--- src/design/rab_cfg_params.svh ---
/*
 Sizes and address map of the RAB configuration port.
 Included by the package and by every module that sizes a port or decodes an address.
*/
`ifndef RAB_CFG_PARAMS_SVH
`define RAB_CFG_PARAMS_SVH

// AXI4-Lite port
`define RAB_AXI_DATA_WIDTH 64
`define RAB_AXI_ADDR_WIDTH 32

// L1 slice bank, four words per slice
`define RAB_N_REGS 16
`define RAB_ADDR_WIDTH_VIRT 32
`define RAB_ADDR_WIDTH_PHYS 40
`define RAB_N_FLAGS 4

// Miss handling
`define RAB_MISS_ID_WIDTH 10
`define RAB_MISS_FIFO_DEPTH 16 // Power of two

// Address map
`define RAB_L1_MAP_SIZE 32'h0000_4000 // Writes at or above are dropped
`define RAB_FIFO_ADDR_OFFS 0
`define RAB_FIFO_ID_OFFS 8

// Byte offset bits of a 64-bit word and width of the FIFO offset field
`define RAB_WORD_LSB ($clog2(`RAB_AXI_DATA_WIDTH/8))
`define RAB_FIFO_OFFS_WIDTH (`RAB_WORD_LSB + $clog2(`RAB_N_REGS) - 1)

`endif

--- src/design/rab_cfg_pkg.sv ---
/*
 Types shared by the RAB configuration port.
 Modules name these types by scope in their headers and import the package in their bodies.
*/
`include "rab_cfg_params.svh"

package rab_cfg_pkg;

  // AXI4-Lite channel payloads
  typedef logic [`RAB_AXI_ADDR_WIDTH-1:0]   axi_addr_t;
  typedef logic [`RAB_AXI_DATA_WIDTH-1:0]   axi_data_t;
  typedef logic [`RAB_AXI_DATA_WIDTH/8-1:0] axi_strb_t;

  // Index of a 64-bit configuration word
  typedef logic [$clog2(`RAB_N_REGS)-1:0] reg_idx_t;

  // Miss record fields
  typedef logic [`RAB_ADDR_WIDTH_VIRT-1:0] virt_addr_t;
  typedef logic [`RAB_MISS_ID_WIDTH-1:0]   miss_id_t;

  // Per-channel progress of one AXI transfer
  typedef enum logic [1:0] {
    IDLE, // Accepting address and data
    BUSY, // Request held, one cycle of work
    RESP  // Response valid, waiting for ready
  } chan_state_e;

endpackage

--- src/design/axi_lite_slave.sv ---
/*
 AXI4-Lite slave handshake engine.
 Turns AW/W into a one-cycle write pulse with held address, data and strobe,
 and AR into a held read address with the R response built from rd_data_i.
*/
`timescale 1ns/1ns

module axi_lite_slave (
  input  logic                  Clk_CI,
  input  logic                  Rst_RBI,

  input  rab_cfg_pkg::axi_addr_t s_axi_awaddr_i,
  input  logic                  s_axi_awvalid_i,
  output logic                  s_axi_awready_o,
  input  rab_cfg_pkg::axi_data_t s_axi_wdata_i,
  input  rab_cfg_pkg::axi_strb_t s_axi_wstrb_i,
  input  logic                  s_axi_wvalid_i,
  output logic                  s_axi_wready_o,
  output logic [1:0]            s_axi_bresp_o,
  output logic                  s_axi_bvalid_o,
  input  logic                  s_axi_bready_i,
  input  rab_cfg_pkg::axi_addr_t s_axi_araddr_i,
  input  logic                  s_axi_arvalid_i,
  output logic                  s_axi_arready_o,
  output rab_cfg_pkg::axi_data_t s_axi_rdata_o,
  output logic [1:0]            s_axi_rresp_o,
  output logic                  s_axi_rvalid_o,
  input  logic                  s_axi_rready_i,

  output logic                  wr_en_o,
  output rab_cfg_pkg::axi_addr_t wr_addr_o,
  output rab_cfg_pkg::axi_data_t wr_data_o,
  output rab_cfg_pkg::axi_strb_t wr_strb_o,
  output logic                  rd_active_o,
  output rab_cfg_pkg::axi_addr_t rd_addr_o,
  output logic                  rd_done_o,
  input  rab_cfg_pkg::axi_data_t rd_data_i
);
  import rab_cfg_pkg::*;

  chan_state_e wr_state_q;
  chan_state_e rd_state_q;

  logic aw_done_q; // Address half of the write held
  logic w_done_q;  // Data half of the write held
  logic awready_q;
  logic wready_q;
  logic bvalid_q;
  logic arready_q;
  logic rvalid_q;

  logic aw_hs;
  logic w_hs;
  logic b_hs;
  logic ar_hs;
  logic r_hs;

  axi_addr_t awaddr_q;
  axi_data_t wdata_q;
  axi_strb_t wstrb_q;
  axi_addr_t araddr_q;

  assign aw_hs = s_axi_awvalid_i & awready_q;
  assign w_hs  = s_axi_wvalid_i & wready_q;
  assign b_hs  = bvalid_q & s_axi_bready_i;
  assign ar_hs = s_axi_arvalid_i & arready_q;
  assign r_hs  = rvalid_q & s_axi_rready_i;

  // Write side, AW and W may arrive in either order
  always_ff @(posedge Clk_CI or negedge Rst_RBI)
  begin
    if (!Rst_RBI)
    begin
      wr_state_q <= IDLE;
      aw_done_q  <= 1'b0;
      w_done_q   <= 1'b0;
      awready_q  <= 1'b1;
      wready_q   <= 1'b1;
      bvalid_q   <= 1'b0;
    end
    else
    begin
      case (wr_state_q)
        IDLE:
        begin
          if (aw_hs)
          begin
            aw_done_q <= 1'b1;
            awready_q <= 1'b0;
          end
          else if (!aw_done_q)
            awready_q <= 1'b1; // Re-arm one cycle after B
          if (w_hs)
          begin
            w_done_q <= 1'b1;
            wready_q <= 1'b0;
          end
          else if (!w_done_q)
            wready_q <= 1'b1;
          if ((aw_done_q | aw_hs) & (w_done_q | w_hs))
            wr_state_q <= BUSY;
        end
        BUSY:
        begin
          bvalid_q   <= 1'b1; // Same edge as the register update
          wr_state_q <= RESP;
        end
        RESP:
        begin
          if (b_hs)
          begin
            bvalid_q   <= 1'b0;
            aw_done_q  <= 1'b0;
            w_done_q   <= 1'b0;
            wr_state_q <= IDLE;
          end
        end
        default: wr_state_q <= IDLE;
      endcase
    end
  end

  // Read side
  always_ff @(posedge Clk_CI or negedge Rst_RBI)
  begin
    if (!Rst_RBI)
    begin
      rd_state_q <= IDLE;
      arready_q  <= 1'b1;
      rvalid_q   <= 1'b0;
    end
    else
    begin
      case (rd_state_q)
        IDLE:
        begin
          if (ar_hs)
          begin
            arready_q  <= 1'b0;
            rd_state_q <= BUSY;
          end
          else
            arready_q <= 1'b1;
        end
        BUSY:
        begin
          rvalid_q   <= 1'b1; // Register lookup done from the held address
          rd_state_q <= RESP;
        end
        RESP:
        begin
          if (r_hs)
          begin
            rvalid_q   <= 1'b0;
            rd_state_q <= IDLE;
          end
        end
        default: rd_state_q <= IDLE;
      endcase
    end
  end

  // Channel payloads
  always_ff @(posedge Clk_CI)
  begin
    if (aw_hs)
      awaddr_q <= s_axi_awaddr_i;
    if (w_hs)
    begin
      wdata_q <= s_axi_wdata_i;
      wstrb_q <= s_axi_wstrb_i;
    end
    if (ar_hs)
      araddr_q <= s_axi_araddr_i;
  end

  assign s_axi_awready_o = awready_q;
  assign s_axi_wready_o  = wready_q;
  assign s_axi_bvalid_o  = bvalid_q;
  assign s_axi_bresp_o   = 2'b00; // OKAY
  assign s_axi_arready_o = arready_q;
  assign s_axi_rvalid_o  = rvalid_q;
  assign s_axi_rresp_o   = 2'b00;
  assign s_axi_rdata_o   = rd_data_i;

  assign wr_en_o     = (wr_state_q == BUSY);
  assign wr_addr_o   = awaddr_q;
  assign wr_data_o   = wdata_q;
  assign wr_strb_o   = wstrb_q;
  assign rd_active_o = rvalid_q;
  assign rd_addr_o   = araddr_q;
  assign rd_done_o   = r_hs; // FIFO pop on this edge

endmodule

--- src/design/l1_cfg_regs.sv ---
/*
 Bank of L1 slice configuration words, driven in parallel to the translation logic.
 Writes are byte strobed and masked to the field of each word; reads are combinational.
*/
`timescale 1ns/1ns
`include "rab_cfg_params.svh"

module l1_cfg_regs (
  input  logic                                     Clk_CI,
  input  logic                                     Rst_RBI,
  input  logic                                     wr_en_i,
  input  rab_cfg_pkg::axi_addr_t                   wr_addr_i,
  input  rab_cfg_pkg::axi_data_t                   wr_data_i,
  input  rab_cfg_pkg::axi_strb_t                   wr_strb_i,
  input  rab_cfg_pkg::axi_addr_t                   rd_addr_i,
  output rab_cfg_pkg::axi_data_t                   rd_data_o,
  output rab_cfg_pkg::axi_data_t [`RAB_N_REGS-1:0] l1_cfg_o
);
  import rab_cfg_pkg::*;

  localparam int unsigned DW = `RAB_AXI_DATA_WIDTH;

  reg_idx_t  wr_idx;
  reg_idx_t  rd_idx;
  logic      wr_hit;
  axi_data_t strb_mask;
  axi_data_t wr_word;
  axi_data_t rd_word;

  // Bits kept by each word kind, selected by index mod 4
  function automatic axi_data_t field_mask(input logic [1:0] kind);
    case (kind)
      2'd2:    field_mask = {{(DW-`RAB_ADDR_WIDTH_PHYS){1'b0}}, {`RAB_ADDR_WIDTH_PHYS{1'b1}}};
      2'd3:    field_mask = {{(DW-`RAB_N_FLAGS){1'b0}}, {`RAB_N_FLAGS{1'b1}}};
      default: field_mask = {{(DW-`RAB_ADDR_WIDTH_VIRT){1'b0}}, {`RAB_ADDR_WIDTH_VIRT{1'b1}}};
    endcase
  endfunction

  assign wr_idx = wr_addr_i[`RAB_WORD_LSB +: $bits(reg_idx_t)];
  assign rd_idx = rd_addr_i[`RAB_WORD_LSB +: $bits(reg_idx_t)];
  assign wr_hit = wr_en_i && (wr_addr_i < `RAB_L1_MAP_SIZE);

  always_comb
  begin
    for (int b = 0; b < DW/8; b++)
      strb_mask[b*8 +: 8] = {8{wr_strb_i[b]}};
  end

  // Unstrobed bytes keep their value, bytes outside the field end up zero
  assign wr_word = ((wr_data_i & strb_mask) | (l1_cfg_o[wr_idx] & ~strb_mask))
                   & field_mask(wr_idx[1:0]);

  always_ff @(posedge Clk_CI or negedge Rst_RBI)
  begin
    if (!Rst_RBI)
      l1_cfg_o <= '0; // All slices disabled
    else if (wr_hit)
      l1_cfg_o[wr_idx] <= wr_word;
  end

  // Address bit 2 returns the upper half for 32-bit hosts
  assign rd_word   = l1_cfg_o[rd_idx];
  assign rd_data_o = rd_addr_i[`RAB_WORD_LSB-1] ? {{(DW/2){1'b0}}, rd_word[DW-1:DW/2]}
                                                : rd_word;

endmodule

--- src/design/miss_fifo.sv ---
/*
 Synchronous FIFO holding one field of the miss records.
 Push while full and pop while empty are ignored; the head is shown combinationally.
*/
`timescale 1ns/1ns
`include "rab_cfg_params.svh"

module miss_fifo #(
  parameter int unsigned DATA_WIDTH = 32
) (
  input  logic                  Clk_CI,
  input  logic                  Rst_RBI,
  input  logic                  push_i,
  input  logic [DATA_WIDTH-1:0] data_i,
  input  logic                  pop_i,
  output logic [DATA_WIDTH-1:0] data_o,
  output logic                  empty_o,
  output logic                  full_o
);
  localparam int unsigned DEPTH = `RAB_MISS_FIFO_DEPTH;
  localparam int unsigned PTR_W = $clog2(DEPTH);

  logic [DATA_WIDTH-1:0] mem_q [DEPTH];
  logic [PTR_W-1:0]      wr_ptr_q;
  logic [PTR_W-1:0]      rd_ptr_q;
  logic [PTR_W:0]        count_q;
  logic                  do_push;
  logic                  do_pop;

  assign do_push = push_i & ~full_o;
  assign do_pop  = pop_i & ~empty_o;

  always_ff @(posedge Clk_CI or negedge Rst_RBI)
  begin
    if (!Rst_RBI)
    begin
      wr_ptr_q <= '0;
      rd_ptr_q <= '0;
      count_q  <= '0;
    end
    else
    begin
      if (do_push)
        wr_ptr_q <= wr_ptr_q + 1'b1; // Wraps at DEPTH
      if (do_pop)
        rd_ptr_q <= rd_ptr_q + 1'b1;
      case ({do_push, do_pop})
        2'b10:   count_q <= count_q + 1'b1;
        2'b01:   count_q <= count_q - 1'b1;
        default: count_q <= count_q;
      endcase
    end
  end

  always_ff @(posedge Clk_CI)
  begin
    if (do_push)
      mem_q[wr_ptr_q] <= data_i;
  end

  assign data_o  = mem_q[rd_ptr_q];
  assign empty_o = (count_q == '0);
  assign full_o  = (count_q == (PTR_W+1)'(DEPTH));

endmodule

--- src/design/miss_handler.sv ---
/*
 Miss handler with one FIFO for miss addresses and one for miss IDs.
 Hardware misses win over software pushes; software drains both FIFOs by reads.
*/
`timescale 1ns/1ns
`include "rab_cfg_params.svh"

module miss_handler (
  input  logic                    Clk_CI,
  input  logic                    Rst_RBI,
  input  logic                    miss_i,
  input  rab_cfg_pkg::virt_addr_t miss_addr_i,
  input  rab_cfg_pkg::miss_id_t   miss_id_i,
  input  logic                    wr_en_i,
  input  rab_cfg_pkg::axi_addr_t  wr_addr_i,
  input  rab_cfg_pkg::axi_data_t  wr_data_i,
  input  rab_cfg_pkg::axi_addr_t  rd_addr_i,
  input  logic                    rd_done_i,
  output rab_cfg_pkg::axi_data_t  rd_data_o,
  output logic                    fifo_full_o
);
  import rab_cfg_pkg::*;

  logic [`RAB_FIFO_OFFS_WIDTH-1:0] wr_offs;
  logic [`RAB_FIFO_OFFS_WIDTH-1:0] rd_offs;
  logic       sw_wr;
  logic       addr_push;
  logic       addr_pop;
  logic       addr_empty;
  logic       addr_full;
  virt_addr_t addr_din;
  virt_addr_t addr_head;
  logic       id_push;
  logic       id_pop;
  logic       id_empty;
  logic       id_full;
  miss_id_t   id_din;
  miss_id_t   id_head;

  assign wr_offs = wr_addr_i[`RAB_FIFO_OFFS_WIDTH-1:0];
  assign rd_offs = rd_addr_i[`RAB_FIFO_OFFS_WIDTH-1:0];
  assign sw_wr   = wr_en_i && (wr_addr_i < `RAB_L1_MAP_SIZE);

  // Hardware miss goes to both FIFOs, a software push in that cycle is lost
  assign addr_push = miss_i | (sw_wr && (wr_offs == `RAB_FIFO_ADDR_OFFS));
  assign id_push   = miss_i | (sw_wr && (wr_offs == `RAB_FIFO_ID_OFFS));
  assign addr_din  = miss_i ? miss_addr_i : wr_data_i[$bits(virt_addr_t)-1:0];
  assign id_din    = miss_i ? miss_id_i : wr_data_i[$bits(miss_id_t)-1:0];

  assign addr_pop = rd_done_i && (rd_offs == `RAB_FIFO_ADDR_OFFS); // Ignored when empty
  assign id_pop   = rd_done_i && (rd_offs == `RAB_FIFO_ID_OFFS);

  assign fifo_full_o = (addr_push & addr_full) | (id_push & id_full);

  // Empty flag in the top bit, head entry in the low bits
  always_comb
  begin
    rd_data_o = '0;
    if (rd_offs == `RAB_FIFO_ID_OFFS)
    begin
      rd_data_o[$bits(miss_id_t)-1:0] = id_head;
      rd_data_o[$bits(axi_data_t)-1]  = id_empty;
    end
    else
    begin
      rd_data_o[$bits(virt_addr_t)-1:0] = addr_head;
      rd_data_o[$bits(axi_data_t)-1]    = addr_empty;
    end
  end

  miss_fifo #(.DATA_WIDTH($bits(virt_addr_t))) u_addr_fifo (
    .Clk_CI  (Clk_CI),
    .Rst_RBI (Rst_RBI),
    .push_i  (addr_push),
    .data_i  (addr_din),
    .pop_i   (addr_pop),
    .data_o  (addr_head),
    .empty_o (addr_empty),
    .full_o  (addr_full)
  );

  miss_fifo #(.DATA_WIDTH($bits(miss_id_t))) u_id_fifo (
    .Clk_CI  (Clk_CI),
    .Rst_RBI (Rst_RBI),
    .push_i  (id_push),
    .data_i  (id_din),
    .pop_i   (id_pop),
    .data_o  (id_head),
    .empty_o (id_empty),
    .full_o  (id_full)
  );

endmodule

--- src/design/rab_cfg_top.sv ---
/*
 Configuration port of the remapping address block.
 Joins the AXI4-Lite slave, the L1 slice bank and the miss handler,
 and selects FIFO read data for the two FIFO offsets.
*/
`timescale 1ns/1ns
`include "rab_cfg_params.svh"

module rab_cfg_top (
  input  logic                                     Clk_CI,
  input  logic                                     Rst_RBI,

  input  rab_cfg_pkg::axi_addr_t                   s_axi_awaddr_i,
  input  logic                                     s_axi_awvalid_i,
  output logic                                     s_axi_awready_o,
  input  rab_cfg_pkg::axi_data_t                   s_axi_wdata_i,
  input  rab_cfg_pkg::axi_strb_t                   s_axi_wstrb_i,
  input  logic                                     s_axi_wvalid_i,
  output logic                                     s_axi_wready_o,
  output logic [1:0]                               s_axi_bresp_o,
  output logic                                     s_axi_bvalid_o,
  input  logic                                     s_axi_bready_i,
  input  rab_cfg_pkg::axi_addr_t                   s_axi_araddr_i,
  input  logic                                     s_axi_arvalid_i,
  output logic                                     s_axi_arready_o,
  output rab_cfg_pkg::axi_data_t                   s_axi_rdata_o,
  output logic [1:0]                               s_axi_rresp_o,
  output logic                                     s_axi_rvalid_o,
  input  logic                                     s_axi_rready_i,

  output rab_cfg_pkg::axi_data_t [`RAB_N_REGS-1:0] L1Cfg_o,

  input  rab_cfg_pkg::virt_addr_t                  MissAddr_i,
  input  rab_cfg_pkg::miss_id_t                    MissId_i,
  input  logic                                     Miss_i,
  output logic                                     MhFifoFull_o
);
  import rab_cfg_pkg::*;

  logic      wr_en;
  axi_addr_t wr_addr;
  axi_data_t wr_data;
  axi_strb_t wr_strb;
  logic      rd_active;
  axi_addr_t rd_addr;
  logic      rd_done;
  axi_data_t rd_data;
  axi_data_t reg_rd_data;
  axi_data_t fifo_rd_data;
  logic      fifo_sel;
  logic [`RAB_FIFO_OFFS_WIDTH-1:0] rd_offs;

  assign rd_offs  = rd_addr[`RAB_FIFO_OFFS_WIDTH-1:0];
  assign fifo_sel = rd_active && ((rd_offs == `RAB_FIFO_ADDR_OFFS) ||
                                  (rd_offs == `RAB_FIFO_ID_OFFS));
  assign rd_data  = fifo_sel ? fifo_rd_data : reg_rd_data;

  axi_lite_slave u_slave (
    .Clk_CI          (Clk_CI),
    .Rst_RBI         (Rst_RBI),
    .s_axi_awaddr_i  (s_axi_awaddr_i),
    .s_axi_awvalid_i (s_axi_awvalid_i),
    .s_axi_awready_o (s_axi_awready_o),
    .s_axi_wdata_i   (s_axi_wdata_i),
    .s_axi_wstrb_i   (s_axi_wstrb_i),
    .s_axi_wvalid_i  (s_axi_wvalid_i),
    .s_axi_wready_o  (s_axi_wready_o),
    .s_axi_bresp_o   (s_axi_bresp_o),
    .s_axi_bvalid_o  (s_axi_bvalid_o),
    .s_axi_bready_i  (s_axi_bready_i),
    .s_axi_araddr_i  (s_axi_araddr_i),
    .s_axi_arvalid_i (s_axi_arvalid_i),
    .s_axi_arready_o (s_axi_arready_o),
    .s_axi_rdata_o   (s_axi_rdata_o),
    .s_axi_rresp_o   (s_axi_rresp_o),
    .s_axi_rvalid_o  (s_axi_rvalid_o),
    .s_axi_rready_i  (s_axi_rready_i),
    .wr_en_o         (wr_en),
    .wr_addr_o       (wr_addr),
    .wr_data_o       (wr_data),
    .wr_strb_o       (wr_strb),
    .rd_active_o     (rd_active),
    .rd_addr_o       (rd_addr),
    .rd_done_o       (rd_done),
    .rd_data_i       (rd_data)
  );

  l1_cfg_regs u_regs (
    .Clk_CI    (Clk_CI),
    .Rst_RBI   (Rst_RBI),
    .wr_en_i   (wr_en),
    .wr_addr_i (wr_addr),
    .wr_data_i (wr_data),
    .wr_strb_i (wr_strb),
    .rd_addr_i (rd_addr),
    .rd_data_o (reg_rd_data),
    .l1_cfg_o  (L1Cfg_o)
  );

  miss_handler u_miss (
    .Clk_CI      (Clk_CI),
    .Rst_RBI     (Rst_RBI),
    .miss_i      (Miss_i),
    .miss_addr_i (MissAddr_i),
    .miss_id_i   (MissId_i),
    .wr_en_i     (wr_en),
    .wr_addr_i   (wr_addr),
    .wr_data_i   (wr_data),
    .rd_addr_i   (rd_addr),
    .rd_done_i   (rd_done),
    .rd_data_o   (fifo_rd_data),
    .fifo_full_o (MhFifoFull_o)
  );

endmodule

--- config.mk ---
export PLATFORM = sky130hd
export DESIGN_NAME = rab_cfg_top
export DESIGN_NICKNAME = d
export VERILOG_FILES = /design/src/design/rab_cfg_pkg.sv /design/src/design/axi_lite_slave.sv /design/src/design/l1_cfg_regs.sv /design/src/design/miss_fifo.sv /design/src/design/miss_handler.sv /design/src/design/rab_cfg_top.sv
export VERILOG_INCLUDE_DIRS = /design/src /design/src/design
export SDC_FILE = /design/constraint.sdc
export NUM_CORES = 2
export LEC_CHECK = 0
export ABC_CLOCK_PERIOD_IN_PS = 12750
export CELL_PAD_IN_SITES_DETAIL_PLACEMENT = 0
export CELL_PAD_IN_SITES_GLOBAL_PLACEMENT = 2
export CORE_AREA = 3 3 492 494
export CTS_CLUSTER_DIAMETER = 40
export DETAILED_ROUTE_END_ITERATION = 10
export DIE_AREA = 0 0 495 497
export DONT_BUFFER_PORTS = 1
export HOLD_SLACK_MARGIN = 0.12
export PLACE_DENSITY = 0.57
export REMOVE_ABC_BUFFERS = 1
export SKIP_LAST_GASP = 1
export SLEW_MARGIN = 20
export SYNTH_ARGS = -nofsm -noshare
export SYNTH_HDL_FRONTEND = slang
export SYNTH_HIERARCHICAL = 1
export SYNTH_SLANG_ARGS = --single-unit
--- constraint.sdc ---
create_clock -name Clk_CI -period 12.75 [get_ports Clk_CI]
set_clock_uncertainty 0.2 [all_clocks]
set_input_delay 0.6375 -clock Clk_CI [delete_from_list [all_inputs] [get_ports Clk_CI]]
set_output_delay 0.6375 -clock Clk_CI [all_outputs]
set_load 0.005 [all_outputs]
# Word-level counts from Yosys, hierarchy flattened

Memory sizes are Yosys's and may differ from the RTL's.
Cells that the tools add are included.

Multiplexer cells: 40
Bitwise operators: 26
Equal/unequal tests: 22
Add/sub/neg operators: 8
Magnitude comparators: 4
Reductions and logical operators: 27

Operators by type and width:

| operator             | number |
|---|---|
| $bwmux 1024          | 1 |
| $bmux 64 s4          | 2 |
| $mux 64              | 5 |
| $demux 64 s4         | 1 |
| $and 64x64->64       | 2 |
| $pmux 40 s2          | 1 |
| $and 64x40->64       | 1 |
| $not 64->64          | 1 |
| $or 64x64->64        | 1 |
| $lt 32x15->1 const B | 1 |
| $mux 32              | 1 |
| $mux 22              | 1 |
| $mux 10              | 2 |
| $pmux 5 s2           | 2 |
| $add 4x1->4 const B  | 4 |
| $mux 1               | 14 |
| $and 1x1->1          | 12 |
| $eq 2x2->1 const B   | 6 |
| $eq 6x4->1 const B   | 2 |
| $logic_not 6->1      | 2 |
| $ne 2x1->1 const B   | 6 |
| $pmux 2 s3           | 2 |
| $reduce_and 2->1     | 6 |
| $add 5x1->5 const B  | 2 |
| other kinds (16)     | 49 |

Bits of input ports: 186
Memories: 2
RAM bits: 672
Output and inout port bits: 1098
Flip-flop bits (word level): 1172
Logic and storage cells: 164

Memory list:

| name                     | words | bits a word | rd ports | clocked after memory_dff | write ports | RTL line        | RTL |
|---|---|---|---|---|---|---|---|
| u_miss.u_addr_fifo.mem_q | 16    | 32          | 1        | 0                        | 1           | miss_fifo.sv:23 | `logic [DATA_WIDTH-1:0] mem_q [DEPTH];` |
| u_miss.u_id_fifo.mem_q   | 16    | 10          | 1        | 0                        | 1           | miss_fifo.sv:23 |  |

# Logic depth before layout (Yosys ltp)

Depth in word-level cells: 7
Gate-level depth with buffers: 16
Gate-level depth less buffers: 14

# Cells and area by module

Netlist, hierarchy kept.

By module, submodules not included:

| module                         | instances | seq. area each (µm²) | area each (µm²) | cells each |
|---|---|---|---|---|
| l1_cfg_regs                    | 1         | 16015.4              | 36387.4         | 3249 |
| miss_fifo (u_miss.u_addr_fifo) | 1         | 15700.1              | 20392.1         | 1012 |
| miss_fifo (u_miss.u_id_fifo)   | 1         | 5129.9               | 7013.0          | 390 |
| axi_lite_slave                 | 1         | 4362.9               | 5134.9          | 255 |
| miss_handler                   | 1         | 0.0                  | 1147.4          | 168 |
| rab_cfg_top                    | 1         | 0.0                  | 1091.0          | 73 |

# Worst setup path before layout

No wires, ideal clock.

Path kind: register to register
Start: register u_slave.wr_state_q[1]
End: memory u_miss.u_addr_fifo.mem_q[3][0], enable pin
Stages on the path, launching flop included: 10
Clock period less this slack: 4.570 ns
Data required time: 12.089 ns
Data arrival time: 3.909 ns
Slack: 8.180 ns
Setup time: 0.461 ns
Buffers on the path: 2
Cells stage by stage: dfrtp_1 > buf_6 > and2b_1 > nor4b_1 > nand4_1 > o31ai_1 > and2_1 > buf_2 > nand2_1 > nor3_1

Longest elaborated chain between the ends: 7

Ends and longest elaborated chain:

| element                      | RTL line              | RTL |
|---|---|---|
| start: declaration           | axi_lite_slave.sv:41  | `chan_state_e wr_state_q;` |
| start signal: assignment     | axi_lite_slave.sv:74  | `wr_state_q <= IDLE;` |
| start signal: assignment     | axi_lite_slave.sv:101 | `wr_state_q <= BUSY;` |
| start signal: assignment     | axi_lite_slave.sv:106 | `wr_state_q <= RESP;` |
| $eq 2x1->1                   | axi_lite_slave.sv:186 | `assign wr_en_o = (wr_state_q == BUSY);` |
| named net wr_en              | rab_cfg_top.sv:40     | `logic wr_en;` |
| $logic_and 1x1->1            | miss_handler.sv:42    | `` assign sw_wr = wr_en_i && (wr_addr_i < `RAB_L1_MAP_SIZE); `` |
| $logic_and 1x1->1            | miss_handler.sv:45    | `` assign addr_push = miss_i \| (sw_wr && (wr_offs == `RAB_FIFO_ADDR_OFFS)); `` |
| $or 1x1->1                   | miss_handler.sv:45    |  |
| named net u_miss.addr_push   | miss_handler.sv:27    | `logic addr_push;` |
| $and 1x1->1                  | miss_fifo.sv:30       | `assign do_push = push_i & ~full_o;` |
| $mux 1                       | miss_fifo.sv:57       | `if (do_push)` |
| $mux 1 (implied by the code) | miss_fifo.sv:58       | `mem_q[wr_ptr_q] <= data_i;` |
| end: declaration             | miss_fifo.sv:23       |  |

The timed path passes the listed nets, and every way through them passes these cells.

# Worst setup path in the final report

Start: register u_miss.u_addr_fifo.rd_ptr_q[0]
End: output port s_axi_rdata_o[3]

Longest elaborated chain between the ends: 3

Ends and longest elaborated chain:

| element                       | RTL line           | RTL |
|---|---|---|
| start: declaration            | miss_fifo.sv:25    | `logic [PTR_W-1:0] rd_ptr_q;` |
| start signal: assignment      | miss_fifo.sv:46    | `rd_ptr_q <= rd_ptr_q + 1'b1;` |
| $mem_v2 16x32                 | -                  |  |
| named net u_miss.addr_head[3] | miss_handler.sv:32 | `virt_addr_t addr_head;` |
| $mux 10                       | miss_handler.sv:59 | `` if (rd_offs == `RAB_FIFO_ID_OFFS) `` |
| named net fifo_rd_data[3]     | rab_cfg_top.sv:49  | `axi_data_t fifo_rd_data;` |
| $mux 64                       | rab_cfg_top.sv:56  | `assign rd_data = fifo_sel ? fifo_rd_data : reg_rd_data;` |
| end: declaration              | rab_cfg_top.sv:26  | `output rab_cfg_pkg::axi_data_t s_axi_rdata_o,` |

The timed path passes the listed nets, and every way through them passes these cells.

==> results.yml <==
clocking:
  cts_root_buf: "clkbuf_16"
  cts_buffer_depth: 4
  cts_hold_repair.buffers: 154
  cts_htree_levels: 5
  tritoncts: "built"
  clkTransAtPathRegs_ns: 0.05
  post-cts-setup-buffers: 0
  cts_inserted_buffers: 278
  cts_repair_resize_count: 0
  cts.sink_count: 1426
  clk_latency_ns: 0.93
global_route:
  grtUsageTotal_pct: 23.0
  gr-total-overflow: 0
  grt_antenna_before_repair: 49
  grt_max_degree: 678
  first_global_vias: 44100
  grt_first_pass_wirelength_um: 393000
detailed_routing:
  drc: 0
  detail_route.wl_per_cell_um: 33.7
  postRouteAntennaNets: 0
  drt_iter0_drc: 3687
  total_wire_length_after_detailed_routing_um: 290000
  num_vias: 44000
  detailed_route_vias_per_instance: 5.11
  detailed_routing_iterations_pass_1: 5
yosys:
  syn_avg_cell_area_um2: 13.6
  netlist_instances: 5088
  synth-warning-count: 6
  synth_area_um2: 69400
timing:
  finalSetupViolCount: 0
  tightest_slew_ns: 1.31
  timing.hold.ws_ns: 0.179
  timing_limited_maximum_frequency_mhz: 171
  final_period_minus_worst_setup_slack_ns: 5.85
  final_critical_path_share_of_the_clock_period_pct: 45.9
  report.final.slew_viol_count: 0
  setup_repair_after_global_routing_missed_its_margin: "false"
  setup_slack_ns: 6.90
  hold_viol: 0
  slew_headroom_pct: 12.5
worst_setup_path:
  end_kind: "output pin"
  reg2reg_from: "u_slave/wr_addr_o[19]"
  critPathArrivalTime_ns: 5.01
  setup.worst_path.start_class: "flip-flop"
  regToRegSetupSlack_ns: 8.17
  crit_required_ns: 11.91
  worstSetupStartpoint: "u_miss/u_addr_fifo/rd_ptr_q[0]"
  r2r_end: "u_miss/u_addr_fifo/count_q[4]"
  worstSetupEndpoint: "s_axi_rdata_o[3]"
  path_class: "reg2out"
  worst_r2r_path_depth: 12
  cp_max_fo: 110
die:
  initial_core_util_pct: 29.2
  design.portCount: 1284
  die_h_um: 497
  die-width_um: 495
  num_rows: 179
  die_footprint_um2: 246000
  core_region_area_um2: 238000
power:
  power_per_cell_area_nw_per_um2: 173
  static-leakage-power_nw: 31.7
  ir_drop_uv: 97.6
  design_power_total_mw: 14.1
final_layout:
  area.growth.synth_to_final_pct: 17.6
  fin_nets: 5419
  n_fill_cell: 23100
  layout.area.seq_um2: 39400
  drive_gt1_share_pct: 20.8
  area_occupied_by_multi_input_gates_um2: 25900
flow_run:
  maxCapViolCount: 0
place:
  dpl.hpwl_um: 187000
  place_congestion: 0.836
  dpl_worst_slack_ns: 7.62
  io_buffer_count: 0
hold_path:
  hold_path_class: "in2async"
status:
  outcome: "finished clean"
-- worst min-delay path by stage --
stage                                    end  slack [ns]  cells past startpoint     from
6_report                u_regs/l1_cfg_o[291]        0.18                      3  Rst_RBI
5_1_grt                 u_regs/l1_cfg_o[867]        0.14                      3  Rst_RBI
4_1_cts                 u_regs/l1_cfg_o[928]       -0.83                      0  Rst_RBI
3_5_place_dp             u_regs/l1_cfg_o[99]        0.16                      0  Rst_RBI
3_3_place_gp            u_regs/l1_cfg_o[611]        0.16                      0  Rst_RBI
2_1_floorplan  u_miss/u_addr_fifo/count_q[0]        0.14                      0  Rst_RBI
-- area by class of cell --
| cell class | count | share of cell area, % |
|---|---|---|
| clock buffers | 325 | 9.17 |
| repair buffers | 274 | 3.24 |
| inverters | 28 | 0.132 |
| diodes | 21 | 0.0644 |
| well taps | 3167 | 4.86 |
| flip-flops and latches | 1426 | 48.3 |
| multi-input cells | 3205 | 31.8 |
| clock inverters | 157 | 2.44 |
-- per-layer routing --
| metal | vias to the layer above | share of wire, % | GRT usage (%) |
|---|---|---|---|
| li1 | 18300 | - | - |
| met1 | 23300 | 40 | 29.0 |
| met2 | 1931 | 48 | 37.9 |
| met3 | 437 | 8.1 | 6.87 |
| met4 | 10 | 3.2 | 7.35 |
| met5 | - | 0.021 | 0 |
-- report_power, final --
part / internal (mW) / leakage, nW / switching [mW]
sequential: 5.23 / 16.2 / 0.164
combinational: 0.352 / 11.0 / 0.906
clock: 4.94 / 4.55 / 2.53
-- critical path, stage by stage, from the launching register on --
cell and delay, ns:
dfrtp_4 0.89, buf_4 0.87, buf_12 0.66, mux4_1 0.66, a22oi_1 0.20, nand2_1 0.15
mux2_4 0.31, mux2_4 0.28
-- cell usage in the layout, fill, tap and decap left out, drive strengths merged, types with 11 or more instances in the layout --
master	n
nand3	46
edfxtp	749
bufinv	36
nand2b	17
clkbuf	325
buf	120
a21oi	182
a32oi	16
ha	18
clkinv	62
dfrtp	674
clkinvlp	33
diode	21
conb	443
mux2i	390
a22oi	123
a22o	16
nor2b	44
nor2	209
mux2	122
nand2	390
mux4	336
o22ai	36
nor4	11
and2	265
o21ai	330
xnor2	14
dlygate4sd3	154
a221oi	76
nor3	22
inv	54
-- flip-flops by register name, summed over array words and instances, names as in the netlist, 2 cells and up --
signal	count
u_miss/u_addr_fifo/count_q	5
u_miss/u_addr_fifo/mem_q	512
u_miss/u_addr_fifo/rd_ptr_q	4
u_miss/u_addr_fifo/wr_ptr_q	4
u_miss/u_id_fifo/count_q	5
u_miss/u_id_fifo/mem_q	160
u_miss/u_id_fifo/rd_ptr_q	4
u_miss/u_id_fifo/wr_ptr_q	4
u_regs/l1_cfg_o	640
u_slave/rd_addr_o	7
u_slave/rd_state_q	2
u_slave/wr_addr_o	25
u_slave/wr_data_o	40
u_slave/wr_state_q	2
u_slave/wr_strb_o	5
-- through the flow --
step / area [um2] / cells / setup TNS [ns] / util (%)
2_1_floorplan: 65100 / 4659 / -26.56 / -
3_3_place_gp: 70300 / 7938 / 0 / 29.6
3_5_place_dp: 70300 / 7938 / 0 / 29.6
4_1_cts: 81300 / 8574 / 0 / 34.2
5_1_grt: 81600 / 8594 / 0 / 34.3
6_report: 81600 / 8603 / 0 / 34.3
Note: power is estimated with default switching activity, not from simulation.
